===== src/source/mem_stage_pkg.sv =====
package mem_stage_pkg;

    localparam int data_width = 32;
    localparam int addr_width = 32;

    // 64 single-word lines
    localparam int dcache_index_bits = 6;
    localparam int dcache_lines = 1 << dcache_index_bits;
    localparam int dcache_tag_bits = addr_width - dcache_index_bits - 2;

    localparam logic [2:0] kseg1_prefix = 3'b101;

    typedef enum logic [3:0] {
        op_none,
        op_lb,
        op_lbu,
        op_lh,
        op_lhu,
        op_lw,
        op_sb,
        op_sh,
        op_sw
    } mem_op_e;

    typedef enum logic [4:0] {
        exc_int  = 5'd0,
        exc_adel = 5'd4,
        exc_ades = 5'd5,
        exc_ov   = 5'd12
    } exc_code_e;

    typedef enum logic [1:0] {
        s_idle,
        s_access,
        s_respond
    } ctrl_state_e;

    // fixed mapping, top three bits dropped
    function automatic logic [addr_width-1:0] to_paddr(input logic [addr_width-1:0] vaddr);
        return {3'b000, vaddr[addr_width-4:0]};
    endfunction

    function automatic logic in_kseg1(input logic [addr_width-1:0] vaddr);
        return vaddr[addr_width-1 -: 3] == kseg1_prefix;
    endfunction

endpackage


===== src/source/mem_stage_ctrl.sv =====
module mem_stage_ctrl
    import mem_stage_pkg::*;
(
    input  logic                  clk,
    input  logic                  reset,
    input  logic                  req_valid,
    output logic                  req_ready,
    input  mem_op_e               req_op,
    input  logic [addr_width-1:0] req_addr,
    input  logic [data_width-1:0] req_wdata,
    input  logic [addr_width-1:0] req_pc,
    input  logic                  req_overflow,
    input  logic                  req_exc_in,
    input  exc_code_e             req_exc_code_in,
    input  logic                  interrupt,
    output logic                  resp_valid,
    input  logic                  resp_ready,
    output logic [data_width-1:0] resp_rdata,
    output logic                  resp_exception,
    output exc_code_e             resp_exc_code,
    output logic [addr_width-1:0] resp_badvaddr,
    input  logic                  exception,
    input  exc_code_e             exc_code,
    input  logic [addr_width-1:0] badvaddr,
    input  logic                  uncached,
    output mem_op_e               acc_op,
    output logic [addr_width-1:0] acc_vaddr,
    output logic [data_width-1:0] acc_wdata,
    output logic [addr_width-1:0] acc_pc,
    output logic                  acc_overflow,
    output logic                  acc_exc_in,
    output exc_code_e             acc_exc_code,
    output logic                  acc_interrupt,
    output logic                  cache_start,
    output logic                  unc_start,
    input  logic                  cache_done,
    input  logic [data_width-1:0] cache_rdata,
    input  logic                  unc_done,
    input  logic [data_width-1:0] unc_rdata
);
    ctrl_state_e state;
    logic started;
    logic launch;
    logic [data_width-1:0] raw;
    logic [data_width-1:0] shifted;
    logic [data_width-1:0] load_data;

    assign req_ready = (state == s_idle);
    assign resp_valid = (state == s_respond);

    // one start pulse in the first access cycle
    assign launch = (state == s_access) && !started && !exception && acc_op != op_none;
    assign cache_start = launch && !uncached;
    assign unc_start = launch && uncached;

    assign raw = uncached ? unc_rdata : cache_rdata;
    assign shifted = raw >> {acc_vaddr[1:0], 3'b000};

    always_comb begin
        case (acc_op)
            op_lb:   load_data = {{24{shifted[7]}}, shifted[7:0]};
            op_lbu:  load_data = {24'h0, shifted[7:0]};
            op_lh:   load_data = {{16{shifted[15]}}, shifted[15:0]};
            op_lhu:  load_data = {16'h0, shifted[15:0]};
            op_lw:   load_data = raw;
            default: load_data = '0;
        endcase
    end

    always_ff @(posedge clk) begin
        if (reset) begin
            state <= s_idle;
            started <= 1'b0;
        end else begin
            case (state)
                s_idle: begin
                    if (req_valid) begin
                        state <= s_access;
                        started <= 1'b0;
                    end
                end
                s_access: begin
                    if (!started) begin
                        if (launch) begin
                            started <= 1'b1;
                        end else begin
                            state <= s_respond;
                        end
                    end else if (cache_done || unc_done) begin
                        state <= s_respond;
                    end
                end
                default: begin
                    if (resp_ready) begin
                        state <= s_idle;
                    end
                end
            endcase
        end
    end

    always_ff @(posedge clk) begin
        if (state == s_idle && req_valid) begin
            acc_op <= req_op;
            acc_vaddr <= req_addr;
            acc_pc <= req_pc;
            acc_overflow <= req_overflow;
            acc_exc_in <= req_exc_in;
            acc_exc_code <= req_exc_code_in;
            acc_interrupt <= interrupt;
            // store data copied onto every byte lane
            case (req_op)
                op_sb:   acc_wdata <= {4{req_wdata[7:0]}};
                op_sh:   acc_wdata <= {2{req_wdata[15:0]}};
                default: acc_wdata <= req_wdata;
            endcase
        end
        if (state == s_access && (!started ? !launch : (cache_done || unc_done))) begin
            resp_rdata <= started ? load_data : '0;
            resp_exception <= exception;
            resp_exc_code <= exc_code;
            resp_badvaddr <= badvaddr;
        end
    end

    // a client finishes only while its access is outstanding
    assert property (@(posedge clk) disable iff (reset)
        !((cache_done || unc_done) && !(state == s_access && started)))
        else $error("memory client done outside an access");

endmodule


===== config.mk =====
export PLATFORM = sky130hd
export DESIGN_NAME = mem_stage_ctrl
export DESIGN_NICKNAME = d
export VERILOG_FILES = /design/src/source/mem_stage_pkg.sv /design/src/source/mem_stage_ctrl.sv
export SDC_FILE = /design/constraint.sdc
export NUM_CORES = 1
export LEC_CHECK = 0
export BUFFER_PORTS_ARGS = -buffer_cell sky130_fd_sc_hd__buf_2
export CORE_AREA = 2 2 157 159
export CTS_BUF_LIST = sky130_fd_sc_hd__clkbuf_2 sky130_fd_sc_hd__clkbuf_4 sky130_fd_sc_hd__clkbuf_8
export CTS_CLUSTER_SIZE = 28
export DETAILED_ROUTE_END_ITERATION = 7
export DIE_AREA = 0 0 159 161
export HOLD_SLACK_MARGIN = 0.03
export MAX_ROUTING_LAYER = met4
export PLACE_DENSITY = 0.6
export SLEW_MARGIN = 20
export SYNTH_ARGS = -nofsm -noshare
export SYNTH_HDL_FRONTEND = slang
export SYNTH_SLANG_ARGS = --single-unit

===== constraint.sdc =====
create_clock -name clk -period 4 [get_ports clk]
set_clock_uncertainty 0.05 [all_clocks]
set_input_delay 0.8 -clock clk [delete_from_list [all_inputs] [get_ports clk]]
set_output_delay 0.8 -clock clk [all_outputs]
set_load 0.02 [all_outputs]

==> results.json <==
{
  "status": "finished clean",
  "internal_power_mw": 2.96,
  "rows": 57,
  "cts-root-buf": "clkbuf_8",
  "grt_pass1_wl_mm": 33.2,
  "dp.cells": 1138,
  "critPathLaunchType": "flip-flop",
  "start_util_pct": 31.2,
  "reg2reg_to": "resp_rdata[25]$_SDFFCE_PN0P_",
  "syn_to_final_growth_pct": 37.1,
  "grt_antenna_before_repair": 8,
  "rr_worst_depth": 5,
  "gr-total-overflow": 0,
  "powerDensity_nw_per_um2": 409,
  "first_pass_iters": 6,
  "hold_class": "in2reg",
  "layout.nets": 1050,
  "wl_per_cell_um": 19.2,
  "h-tree-depth": 4,
  "critPathMaxFanout": 11,
  "hold_viol": 0,
  "hold_buffers": 0,
  "critPathKind": "reg2out",
  "final_cell_area_um2": 10300,
  "maxSlewHeadroom_pct": 43.2,
  "min_to": "acc_pc[4]$_DFFE_PP_",
  "drc": 0,
  "setup_viol": 0,
  "drt_first_iter_violations": 317,
  "cts_tree": "done",
  "pwr-share-clk_pct": 30.5,
  "crit_arrival_ns": 2.07,
  "r2r_slack_ns": 1.19,
  "netSwitchingPower_mw": 1.23,
  "io_buffer_count": 398,
  "cap_violations": 0,
  "ys_ff_latch": 181,
  "dpl_cell_area_um2": 9820,
  "synth_cell_types": 42,
  "clk-insertion-delay-late_ns": 0.46,
  "track_usage_pct": 17.8,
  "ant_nets": 0,
  "cts_setup_buffers": 0,
  "num_vias": 5464,
  "wl_mm": 22.6,
  "numCtsBuffers": 17,
  "path_clk_slew_ns": 0.12,
  "cts_resized": 0,
  "mappedNetlistNets": 647,
  "clock-sinks": 181,
  "die_height_um": 161,
  "rsz0062_at_grt": "no",
  "hp-start": "req_pc[4]",
  "seqPwrFrac_pct": 54.2,
  "yosysWarnings": 0,
  "drv_slew": 0,
  "finalNonFillerCells": 1177,
  "peakVddDrop_v": 0.000226,
  "fin_crit_sh_pct": 73.1,
  "p_leak_nw": 4.27,
  "die_w_um": 159,
  "synth_seq_area_share_pct": 72.3,
  "fmax_mhz": 342,
  "cp-end-kind": "primary output",
  "netlist_area_um2": 7480,
  "die_area_um2": 25600,
  "final-seq-area_um2": 5410,
  "grt_max_degree": 62,
  "multi_input_area_um2": 1910,
  "worstPathRequired_ns": 3.15,
  "grt_pass1_vias": 5849,
  "fin_crit_ns": 2.92,
  "drive_above_1_share_pct": 59.0,
  "r2r_start": "acc_op[2]$_DFFE_PP_",
  "via_per_inst": 4.64,
  "core_um2": 24000,
  "clk_path_buf_depth": 2,
  "ios": 399,
  "pwr-share-comb_pct": 15.4,
  "synth_area_per_cell_um2": 17.4,
  "switching_share_pct": 29.4,
  "syn_inst": 430,
  "tightest_slew_ns": 0.852,
  "holdPathStages": 1,
  "place_congestion": 0.835,
  "nFillCells": 2286,
  "fin_setup_tns_ns": 0,
  "dp_hpwl_mm": 17.1
}
[cells in the mapped netlist, drive strengths merged]
master	instances	area, um2
o211ai	8	100
nor4	2	12.5
edfxtp	178	5350
nand4	2	12.5
inv	5	18.8
o21a	1	7.51
or3b	1	11.3
or2	3	18.8
a211oi	1	12.5
a21oi	12	60.1
nand4bb	1	11.3
or3	2	12.5
mux2	25	282
a31oi	11	68.8
mux4	16	360
buf	19	128
o22ai	7	43.8
dfxtp	3	60.1
a22oi	2	15.0
nand3	1	5.00
nand2	31	116
nor4b	1	8.76
and2	4	25.0
clkbuf	6	22.5
o21ai	9	45.0
nor2b	5	31.3
o41ai	1	8.76
a211o	2	17.5
nand3b	2	15.0
nor2	13	48.8
o221ai	8	82.6
a2111oi	2	42.5
nor3	3	15.0
nand2b	4	25.0
mux2i	39	390
[layout make-up]
class / count / area share [%]
antenna: 7 / 0.171
multi-input combinational: 219 / 18.6
clock buffer: 17 / 2.28
timing repair buffer: 409 / 20.3
tap: 324 / 3.95
sequential: 181 / 52.7
clock inverter: 15 / 1.76
inverter: 5 / 0.207
[critical path: stages (launching register included)]
cell,delay [ns]
edfxtp_1,0.58
nor4_1,0.12
nor4_1,0.47
nor2b_1,0.27
buf_2,0.20
[metrics by stage]
| stage | worst slack [ns] | power, mW | hold slack [ns] | util [%] |
|---|---|---|---|---|
| after global routing | 0.769 | 4.36 | 0.407 | 42.8 |
| final | 1.08 | 4.19 | 0.446 | 42.8 |
| after global placement | 1.03 | 2.96 | 0.480 | 41.0 |
| after detailed placement | 1.02 | 2.97 | 0.477 | 41.0 |
| after floorplan | 0.510 | 2.67 | 0.429 | - |
| after CTS | 0.985 | 4.26 | 0.402 | 42.7 |
[cell families after synthesis]
group                  Yosys count  share of synthesized area [%]
flip-flops                     181                           72.3
AND/OR/NAND/NOR                 75                           4.93
multiplexers                    80                           13.8
AO/OA/AOI/OAI                   64                           6.74
buffers and inverters           30                           2.26
[sequential cells by signal, summed over array words and instances, names as in the netlist]
name and flops:
acc_exc_code 5, acc_exc_in 1, acc_interrupt 1, acc_op 4, acc_overflow 1, acc_pc 32
acc_vaddr 32, acc_wdata 32, resp_badvaddr 32, resp_exc_code 5, resp_exception 1, resp_rdata 32
started 1, state 2
[power by group through the flow]
stage	clock (mW)	combinational (mW)	sequential (mW)
4_1_cts	1.33	0.654	2.27
5_1_grt	1.38	0.694	2.28
6_report	1.28	0.645	2.27
3_5_place_dp	0	0.654	2.31
2_1_floorplan	0	0.202	2.47
3_3_place_gp	0	0.653	2.31
[how the worst max path moves through the flow]
stage	depth (start not counted)	startpoint	slack, ns	endpoint
floorplan	2	req_valid	0.51	acc_exc_code[0]$_DFFE_PP_
global placement	5	uncached	1.03	resp_rdata[27]$_SDFFCE_PN0P_
detailed placement	5	uncached	1.02	resp_rdata[31]$_SDFFCE_PN0P_
CTS	4	acc_op[3]$_DFFE_PP_	0.98	cache_start
global route	4	acc_op[3]$_DFFE_PP_	0.77	cache_start
finish	4	acc_op[2]$_DFFE_PP_	1.08	cache_start
[layer usage]
layer / vias up / track usage [%] / wire, um
met5: - / - / 0
met4: 0 / 6.74 / 482
met3: 28 / 6.65 / 2320
met2: 297 / 30.0 / 11600
met1: 2607 / 19.2 / 8210
li1: 2532 / - / -
[placed cells by master (no fill, tap or decap), drive strengths merged, types with 2 or more instances in the layout]
| master | instances |
|---|---|
| a31oi | 11 |
| a21oi | 12 |
| clkbuf | 17 |
| o211ai | 8 |
| o221ai | 8 |
| edfxtp | 178 |
| diode | 7 |
| or2 | 3 |
| mux2 | 25 |
| or3 | 2 |
| dfxtp | 3 |
| nand2b | 4 |
| a211o | 2 |
| o22ai | 7 |
| and2 | 4 |
| a2111oi | 2 |
| mux4 | 16 |
| o21ai | 9 |
| nand3b | 2 |
| nor2b | 5 |
| nand4 | 2 |
| inv | 13 |
| buf | 409 |
| nor3 | 3 |
| a22oi | 2 |
| clkinv | 7 |
| mux2i | 39 |
| nor2 | 13 |
| nand2 | 31 |
| nor4 | 2 |
Power figures use the tool's default switching activity.
