[src/source/mem_stage_pkg.sv]
package mem_stage_pkg;

    localparam int data_width = 32;
    localparam int addr_width = 32;

    // 64 single-word lines
    localparam int dcache_index_bits = 6;
    localparam int dcache_lines = 1 << dcache_index_bits;
    localparam int dcache_tag_bits = addr_width - dcache_index_bits - 2;

    localparam logic [2:0] kseg1_prefix = 3'b101;

    typedef enum logic [3:0] {
        op_none,
        op_lb,
        op_lbu,
        op_lh,
        op_lhu,
        op_lw,
        op_sb,
        op_sh,
        op_sw
    } mem_op_e;

    typedef enum logic [4:0] {
        exc_int  = 5'd0,
        exc_adel = 5'd4,
        exc_ades = 5'd5,
        exc_ov   = 5'd12
    } exc_code_e;

    typedef enum logic [1:0] {
        s_idle,
        s_access,
        s_respond
    } ctrl_state_e;

    // fixed mapping, top three bits dropped
    function automatic logic [addr_width-1:0] to_paddr(input logic [addr_width-1:0] vaddr);
        return {3'b000, vaddr[addr_width-4:0]};
    endfunction

    function automatic logic in_kseg1(input logic [addr_width-1:0] vaddr);
        return vaddr[addr_width-1 -: 3] == kseg1_prefix;
    endfunction

endpackage

[src/source/mem_access_check.sv]
module mem_access_check
    import mem_stage_pkg::*;
(
    input  mem_op_e               op,
    input  logic [addr_width-1:0] vaddr,
    input  logic [addr_width-1:0] pc,
    input  logic                  overflow,
    input  logic                  exc_in,
    input  exc_code_e             exc_code_in,
    input  logic                  interrupt,
    output logic                  exception,
    output exc_code_e             exc_code,
    output logic [addr_width-1:0] badvaddr,
    output logic [addr_width-1:0] paddr,
    output logic                  uncached,
    output logic [3:0]            wstrb,
    output logic                  is_store
);
    logic store_misaligned;
    logic load_misaligned;

    assign is_store = (op == op_sb) || (op == op_sh) || (op == op_sw);

    assign store_misaligned = (op == op_sh && vaddr[0])
                           || (op == op_sw && vaddr[1:0] != 2'b00);
    assign load_misaligned = ((op == op_lh || op == op_lhu) && vaddr[0])
                          || (op == op_lw && vaddr[1:0] != 2'b00);

    assign exception = interrupt | overflow | store_misaligned | load_misaligned | exc_in;

    assign paddr = to_paddr(vaddr);
    assign uncached = in_kseg1(vaddr);

    always_comb begin
        if (interrupt) begin
            exc_code = exc_int;
            badvaddr = '0;
        end else if (overflow) begin
            exc_code = exc_ov;
            badvaddr = '0;
        end else if (store_misaligned) begin
            exc_code = exc_ades;
            badvaddr = vaddr;
        end else if (load_misaligned) begin
            exc_code = exc_adel;
            badvaddr = vaddr;
        end else begin
            // carried from an earlier stage
            exc_code = exc_code_in;
            badvaddr = pc;
        end
    end

    always_comb begin
        wstrb = 4'b0000;
        if (is_store && !exception) begin
            case (op)
                op_sb:   wstrb = 4'b0001 << vaddr[1:0];
                op_sh:   wstrb = vaddr[1] ? 4'b1100 : 4'b0011;
                default: wstrb = 4'b1111;
            endcase
        end
    end

endmodule

[config.mk]
export PLATFORM = sky130hd
export DESIGN_NAME = mem_access_check
export DESIGN_NICKNAME = d
export VERILOG_FILES = /design/src/source/mem_stage_pkg.sv /design/src/source/mem_access_check.sv
export SDC_FILE = /design/constraint.sdc
export NUM_CORES = 1
export LEC_CHECK = 0
export BUFFER_PORTS_ARGS = -buffer_cell sky130_fd_sc_hd__buf_4
export CORE_MARGIN = 1
export CORE_UTILIZATION = 33
export DETAILED_ROUTE_END_ITERATION = 8
export PLACE_DENSITY = 0.85
export SLEW_MARGIN = 40
export SYNTH_ARGS = -nofsm -noshare
export SYNTH_HDL_FRONTEND = slang
export SYNTH_SLANG_ARGS = --single-unit
[constraint.sdc]
create_clock -name vclk -period 2
set_clock_uncertainty 0.2 [all_clocks]
set_input_delay 0.2 -clock vclk [all_inputs]
set_output_delay 0.2 -clock vclk [all_outputs]
set_load 0.05 [all_outputs]
==> results of run 1 <==
==> synth_stat cells (2+ instances only) <==
master / n / area, um2
a21oi_1: 5 / 25.0
and3_1: 2 / 12.5
and3b_1: 2 / 17.5
buf_4: 32 / 240
buf_6: 3 / 33.8
clkbuf_1: 8 / 30.0
inv_1: 4 / 15.0
mux2i_1: 31 / 310
nand2_1: 65 / 244
nor2_1: 6 / 22.5
nor3b_1: 2 / 15.0
o21ai_0: 3 / 15.0
or2_2: 2 / 12.5
==> per-stage QoR <==
stage / area (um2) / setup WS (ps) / utilization (%) / TNS (ps) / hold slack [ps]
after floorplan: 1530 / -205 / - / -2880 / 252
after detailed placement: 2580 / -160 / 81.9 / -4830 / 465
after global placement: 2580 / -140 / 81.9 / -3970 / 464
final: 2820 / -136 / 89.5 / -3950 / 465
after CTS: 2770 / -113 / 87.9 / -2630 / 465
after global routing: 2820 / -206 / 89.5 / -6610 / 468
==> area by class of cell <==
cell class,instances,area [um2],area share (%)
multi-input cells,137,1280,45.2
well taps,44,55.1,1.95
inverters,4,15.0,0.532
repair buffers,168,1480,52.3
==> where the power goes <==
part           internal [mW]  total [mW]  switching (mW)
Sequential                 0           0               0
Combinational          0.371       0.890           0.519
Clock                      0           0               0
==> repair_timing <==
action | in CTS | in global routing
endpoints found under the setup margin | 40 | 39
resized for setup | 41 | 9
pin swaps | 1 | 0
cloned | 1 | 0
==> worst min-delay path by stage <==
| stage | startpoint | endpoint | slack (ps) | cells after the start |
|---|---|---|---|---|
| after detailed placement | vaddr[20] | paddr[20] | 460 | 2 |
| final | vaddr[28] | paddr[28] | 470 | 2 |
| after global placement | vaddr[16] | paddr[16] | 460 | 2 |
| after floorplan | interrupt | exc_code[2] | 250 | 1 |
| after global routing | vaddr[21] | paddr[21] | 470 | 2 |
| after CTS | vaddr[28] | paddr[28] | 470 | 2 |
==> metal layers <==
metal  routed length (um)  vias to the layer above
met3                  510                       16
li1                     -                      829
met5                    0                        -
met1                 1740                      835
met4                  143                        0
met2                 3320                      126
==> kinds of logic after synthesis <==
| logic type | count (synthesis) | synth area share, % |
|---|---|---|
| simple gates | 88 | 34.7 |
| other cells | 1 | 0.330 |
| mux | 31 | 27.3 |
| buf+inv | 48 | 28.6 |
| compound gates | 15 | 9.04 |
==> flow_metrics.env, run 1 <==
export IMPL_rsz0062_at_grt="true"
export IMPL_critPathCaptureType="output port"
export IMPL_leakagePower_nw=1.30
export IMPL_grtUsageTotal_pct=28.2
export IMPL_firstDrtPassIters=4
export IMPL_stdcell_count=353
export IMPL_cts_hold_buf=0
export IMPL_vias_per_cell=5.12
export IMPL_timing_max_cap_violations=0
export IMPL_power_density_nw_per_um2=315
export IMPL_finalHoldViolCount=0
export IMPL_gr_usage_met3_pct=5.76
export IMPL_synth_warnings=0
export IMPL_core_um2=3150
export IMPL_fillerInstances=147
export IMPL_critPathArrivalTime_ps=1740
export IMPL_final_nets=387
export IMPL_io_pins=152
export IMPL_seqCellArea_um2=0
export IMPL_violations="negative setup slack"
export IMPL_syn_to_final_growth_pct=149
export IMPL_postSynthCellCount=183
export IMPL_ir_worst_vdd_uv=251
export IMPL_rows=20
export IMPL_yosys_cell_types_count=31
export IMPL_seq_cell_count=0
export IMPL_grt_pass1_vias=1763
export IMPL_clock_buffers=0
export IMPL_fin_total_pwr_mw=0.890
export IMPL_cpPeakStageDelay_ps=570
export IMPL_period_share_pct=107
export IMPL_worstPathRequired_ps=1600
export IMPL_period_minus_slack_ps=2140
export IMPL_postSynthAreaPerCell_um2=6.20
export IMPL_numPortBuffers=149
export IMPL_syn_area_um2=1130
export IMPL_startpoint="op[1]"
export IMPL_met2_usage_pct=60.0
export IMPL_grt_remaining_overflow=0
export IMPL_grt_pass1_wl_um=7870
export IMPL_path_class="primary input to output port"
export IMPL_crit_cells=7
export IMPL_drt_total_wl_um=5720
export IMPL_cp_top_family="simple AND/OR/NAND/NOR gates"
export IMPL_drive_gt1_share_pct=69.6
export IMPL_crit_slowest_cell="or4b_4"
export IMPL_antenna_found_initial=0
export IMPL_worstPathCellList="buf_6 -> or4b_4 -> o21ai_4 -> nor2_4 -> clkbuf_16 -> mux2i_1 -> buf_4"
export IMPL_start_kind="primary input"
export IMPL_detail_route_wl_per_cell_um=16.2
export IMPL_mostFrequentLayoutCell="buf_4"
export IMPL_grt_met1_usage_pct=26.5
export IMPL_path_max_fanout=6
export IMPL_setup_viol=41
export IMPL_layout_common_cells="124 x buf_4, 65 x nand2_1, 39 x buf_6"
export IMPL_gp_congestion=0.877
export IMPL_die_area_um2=3680
export IMPL_grt_max_degree=36
export IMPL_critPathBufInv=3
export IMPL_dp_cells=352
export IMPL_die_w_um=60.6
export IMPL_antenna_left=0
export IMPL_antenna_cells=0
export IMPL_cts_setup_buffers=0
export IMPL_slew_viol_final=0
export IMPL_grt_busiest_layer="met2"
export IMPL_status="finished, violations left"
export IMPL_start_util_pct=36.0
export IMPL_drt_initial_drc_count=105
export IMPL_ys_seq_area_share_pct=0
export IMPL_crit_path_end="badvaddr[18]"
export IMPL_fmax_ghz=0.468
export IMPL_dieHeight_um=60.6
export IMPL_vias=1806
export IMPL_hpwl_um=4200
export IMPL_setup_ws_ps=-136
export IMPL_drc=0
export IMPL_hold_path_class="primary input to output port"
Power figures use the tool's default switching activity.
==> run 2: changes to the inputs <==
- RECOVER_POWER: default -> 25
==> run 2 against run 1 <==
Net effect:
- the flow still finishes with violations (negative setup slack)
- cell count unchanged
- critical path depth unchanged
- flip-flop and latch count stayed put
- largest cell class unchanged
- first-iteration DRC count shrank 15%
- fmax barely moved
- die area stayed put
- combinational power decreased by 0.8%
- via count down 0.61%
- highest routed layer unchanged
==> flow_metrics.env, run 2 (synthesis results as in run 1) <==
export IMPL_grt_pass1_wl_um=7870
export IMPL_firstDrtPassIters=4
export IMPL_finalHoldViolCount=0
export IMPL_period_minus_slack_ps=2140
export IMPL_dieHeight_um=60.6
export IMPL_final_nets=387
export IMPL_drt_total_wl_um=5720
export IMPL_seq_power_share_pct=0
export IMPL_violations="negative setup slack"
export IMPL_seqCellArea_um2=0
export IMPL_syn_to_final_growth_pct=146
export IMPL_comb_power_share_pct=100.0
export IMPL_p_int_mw=0.364
export IMPL_rows=20
export IMPL_drc=0
export IMPL_cts_hold_buf=0
export IMPL_die_w_um=60.6
export IMPL_mostFrequentLayoutCell="buf_4"
export IMPL_timing_max_cap_violations=0
export IMPL_rsz0062_at_grt="true"
export IMPL_critPathArrivalTime_ps=1740
export IMPL_detail_route_wl_per_cell_um=16.2
export IMPL_setup_viol=41
export IMPL_switching_share_pct=58.8
export IMPL_drive_gt1_share_pct=67.0
export IMPL_multi_input_area_um2=1280
export IMPL_drt_initial_drc_count=89
export IMPL_worstMarginPinSlew_ps=599
export IMPL_start_kind="primary input"
export IMPL_fin_total_pwr_mw=0.883
export IMPL_p_sw_mw=0.519
export IMPL_holdPathStages=2
export IMPL_io_pins=152
export IMPL_grt_remaining_overflow=0
export IMPL_hold_path_class="primary input to output port"
export IMPL_vias=1795
export IMPL_antenna_left=0
export IMPL_status="finished, violations left"
export IMPL_seq_cell_count=0
export IMPL_hpwl_um=4200
export IMPL_holdWs_ps=466
export IMPL_power_density_nw_per_um2=316
export IMPL_ir_worst_vdd_uv=244
export IMPL_clkPwrFrac_pct=0
export IMPL_cts_setup_buffers=0
export IMPL_fillerInstances=157
export IMPL_grt_pass1_vias=1763
export IMPL_grt_max_degree=36
export IMPL_grtUsageTotal_pct=28.2
export IMPL_critPathCaptureType="output port"
export IMPL_antenna_found_initial=0
export IMPL_clock_buffers=0
export IMPL_period_share_pct=107
export IMPL_slew_viol_final=0
export IMPL_leakagePower_nw=1.27
export IMPL_cpPeakStageDelay_ps=570
export IMPL_gp_congestion=0.877
export IMPL_core_um2=3150
export IMPL_numPortBuffers=149
export IMPL_path_max_fanout=6
export IMPL_antenna_cells=0
export IMPL_vias_per_cell=5.08
export IMPL_worstPathCellList="buf_6 -> or4b_4 -> o21ai_4 -> nor2_4 -> clkbuf_16 -> mux2i_1 -> buf_4"
export IMPL_worstPathRequired_ps=1600
export IMPL_slew_headroom_pct=60.3
export IMPL_start_util_pct=36.0
export IMPL_crit_slowest_cell="or4b_4"
export IMPL_die_area_um2=3680
export IMPL_fmax_ghz=0.468
export IMPL_layout_common_cells="116 x buf_4, 65 x nand2_1, 39 x buf_6"
export IMPL_setup_ws_ps=-138
export IMPL_path_class="primary input to output port"
## run 2: cell types whose count changed in the layout (fill, tap and decap cells not counted)
cell,before,now
clkbuf_1,0,8
buf_4,124,116
## run 2: worst paths after layout
path                  startpoint           end  slack [ps]
worst min-delay path   vaddr[28]     paddr[28]         470
worst max-delay path       op[1]  badvaddr[18]        -140
## run 2: metal layers
| layer | vias up | part of all wire, % | track usage, % |
|---|---|---|---|
| li1 | 829 | - | - |
| met1 | 832 | 31 | 26.5 |
| met2 | 120 | 58 | 60.0 |
| met3 | 14 | 8.8 | 5.76 |
| met4 | 0 | 2.2 | 7.14 |
| met5 | - | 0 | 0 |
## run 2: power groups by stage
| stage | logic [mW] | registers (mW) | clock network [mW] |
|---|---|---|---|
| detailed placement | 0.825 | 0 | 0 |
| floorplan | 0.568 | 0 | 0 |
| global route | 0.918 | 0 | 0 |
| CTS | 0.873 | 0 | 0 |
| global placement | 0.813 | 0 | 0 |
| finish | 0.883 | 0 | 0 |
## run 2: cell type report
class	instances	area share (%)
repair buffers	168	51.8
multi-input cells	137	45.7
well taps	44	1.97
inverters	4	0.538
## run 2: metrics by stage
stage | setup WS [ps] | area, um2 | util (%) | std cells | TNS, ps
after floorplan | -205 | 1530 | - | 185 | -2880
after global placement | -140 | 2580 | 81.9 | 352 | -3970
after detailed placement | -160 | 2580 | 81.9 | 352 | -4830
after CTS | -113 | 2770 | 87.9 | 353 | -2630
after global routing | -206 | 2790 | 88.5 | 353 | -6610
final | -138 | 2790 | 88.5 | 353 | -3990
## run 2: critical path: cells and delay by family
family                 cells  cell delay [ps]
AND/OR/NAND/NOR            2              670
AO/OA/AOI/OAI              1              190
multiplexers               1              150
buffers and inverters      3              520
## run 2: what timing repair did
| action | CTS | global route |
|---|---|---|
| hold endpoints to repair | 0 | 0 |
| resized for setup | 41 | 9 |
| pin swaps | 1 | 0 |
| cloned | 1 | 0 |
| setup endpoints to repair | 40 | 39 |
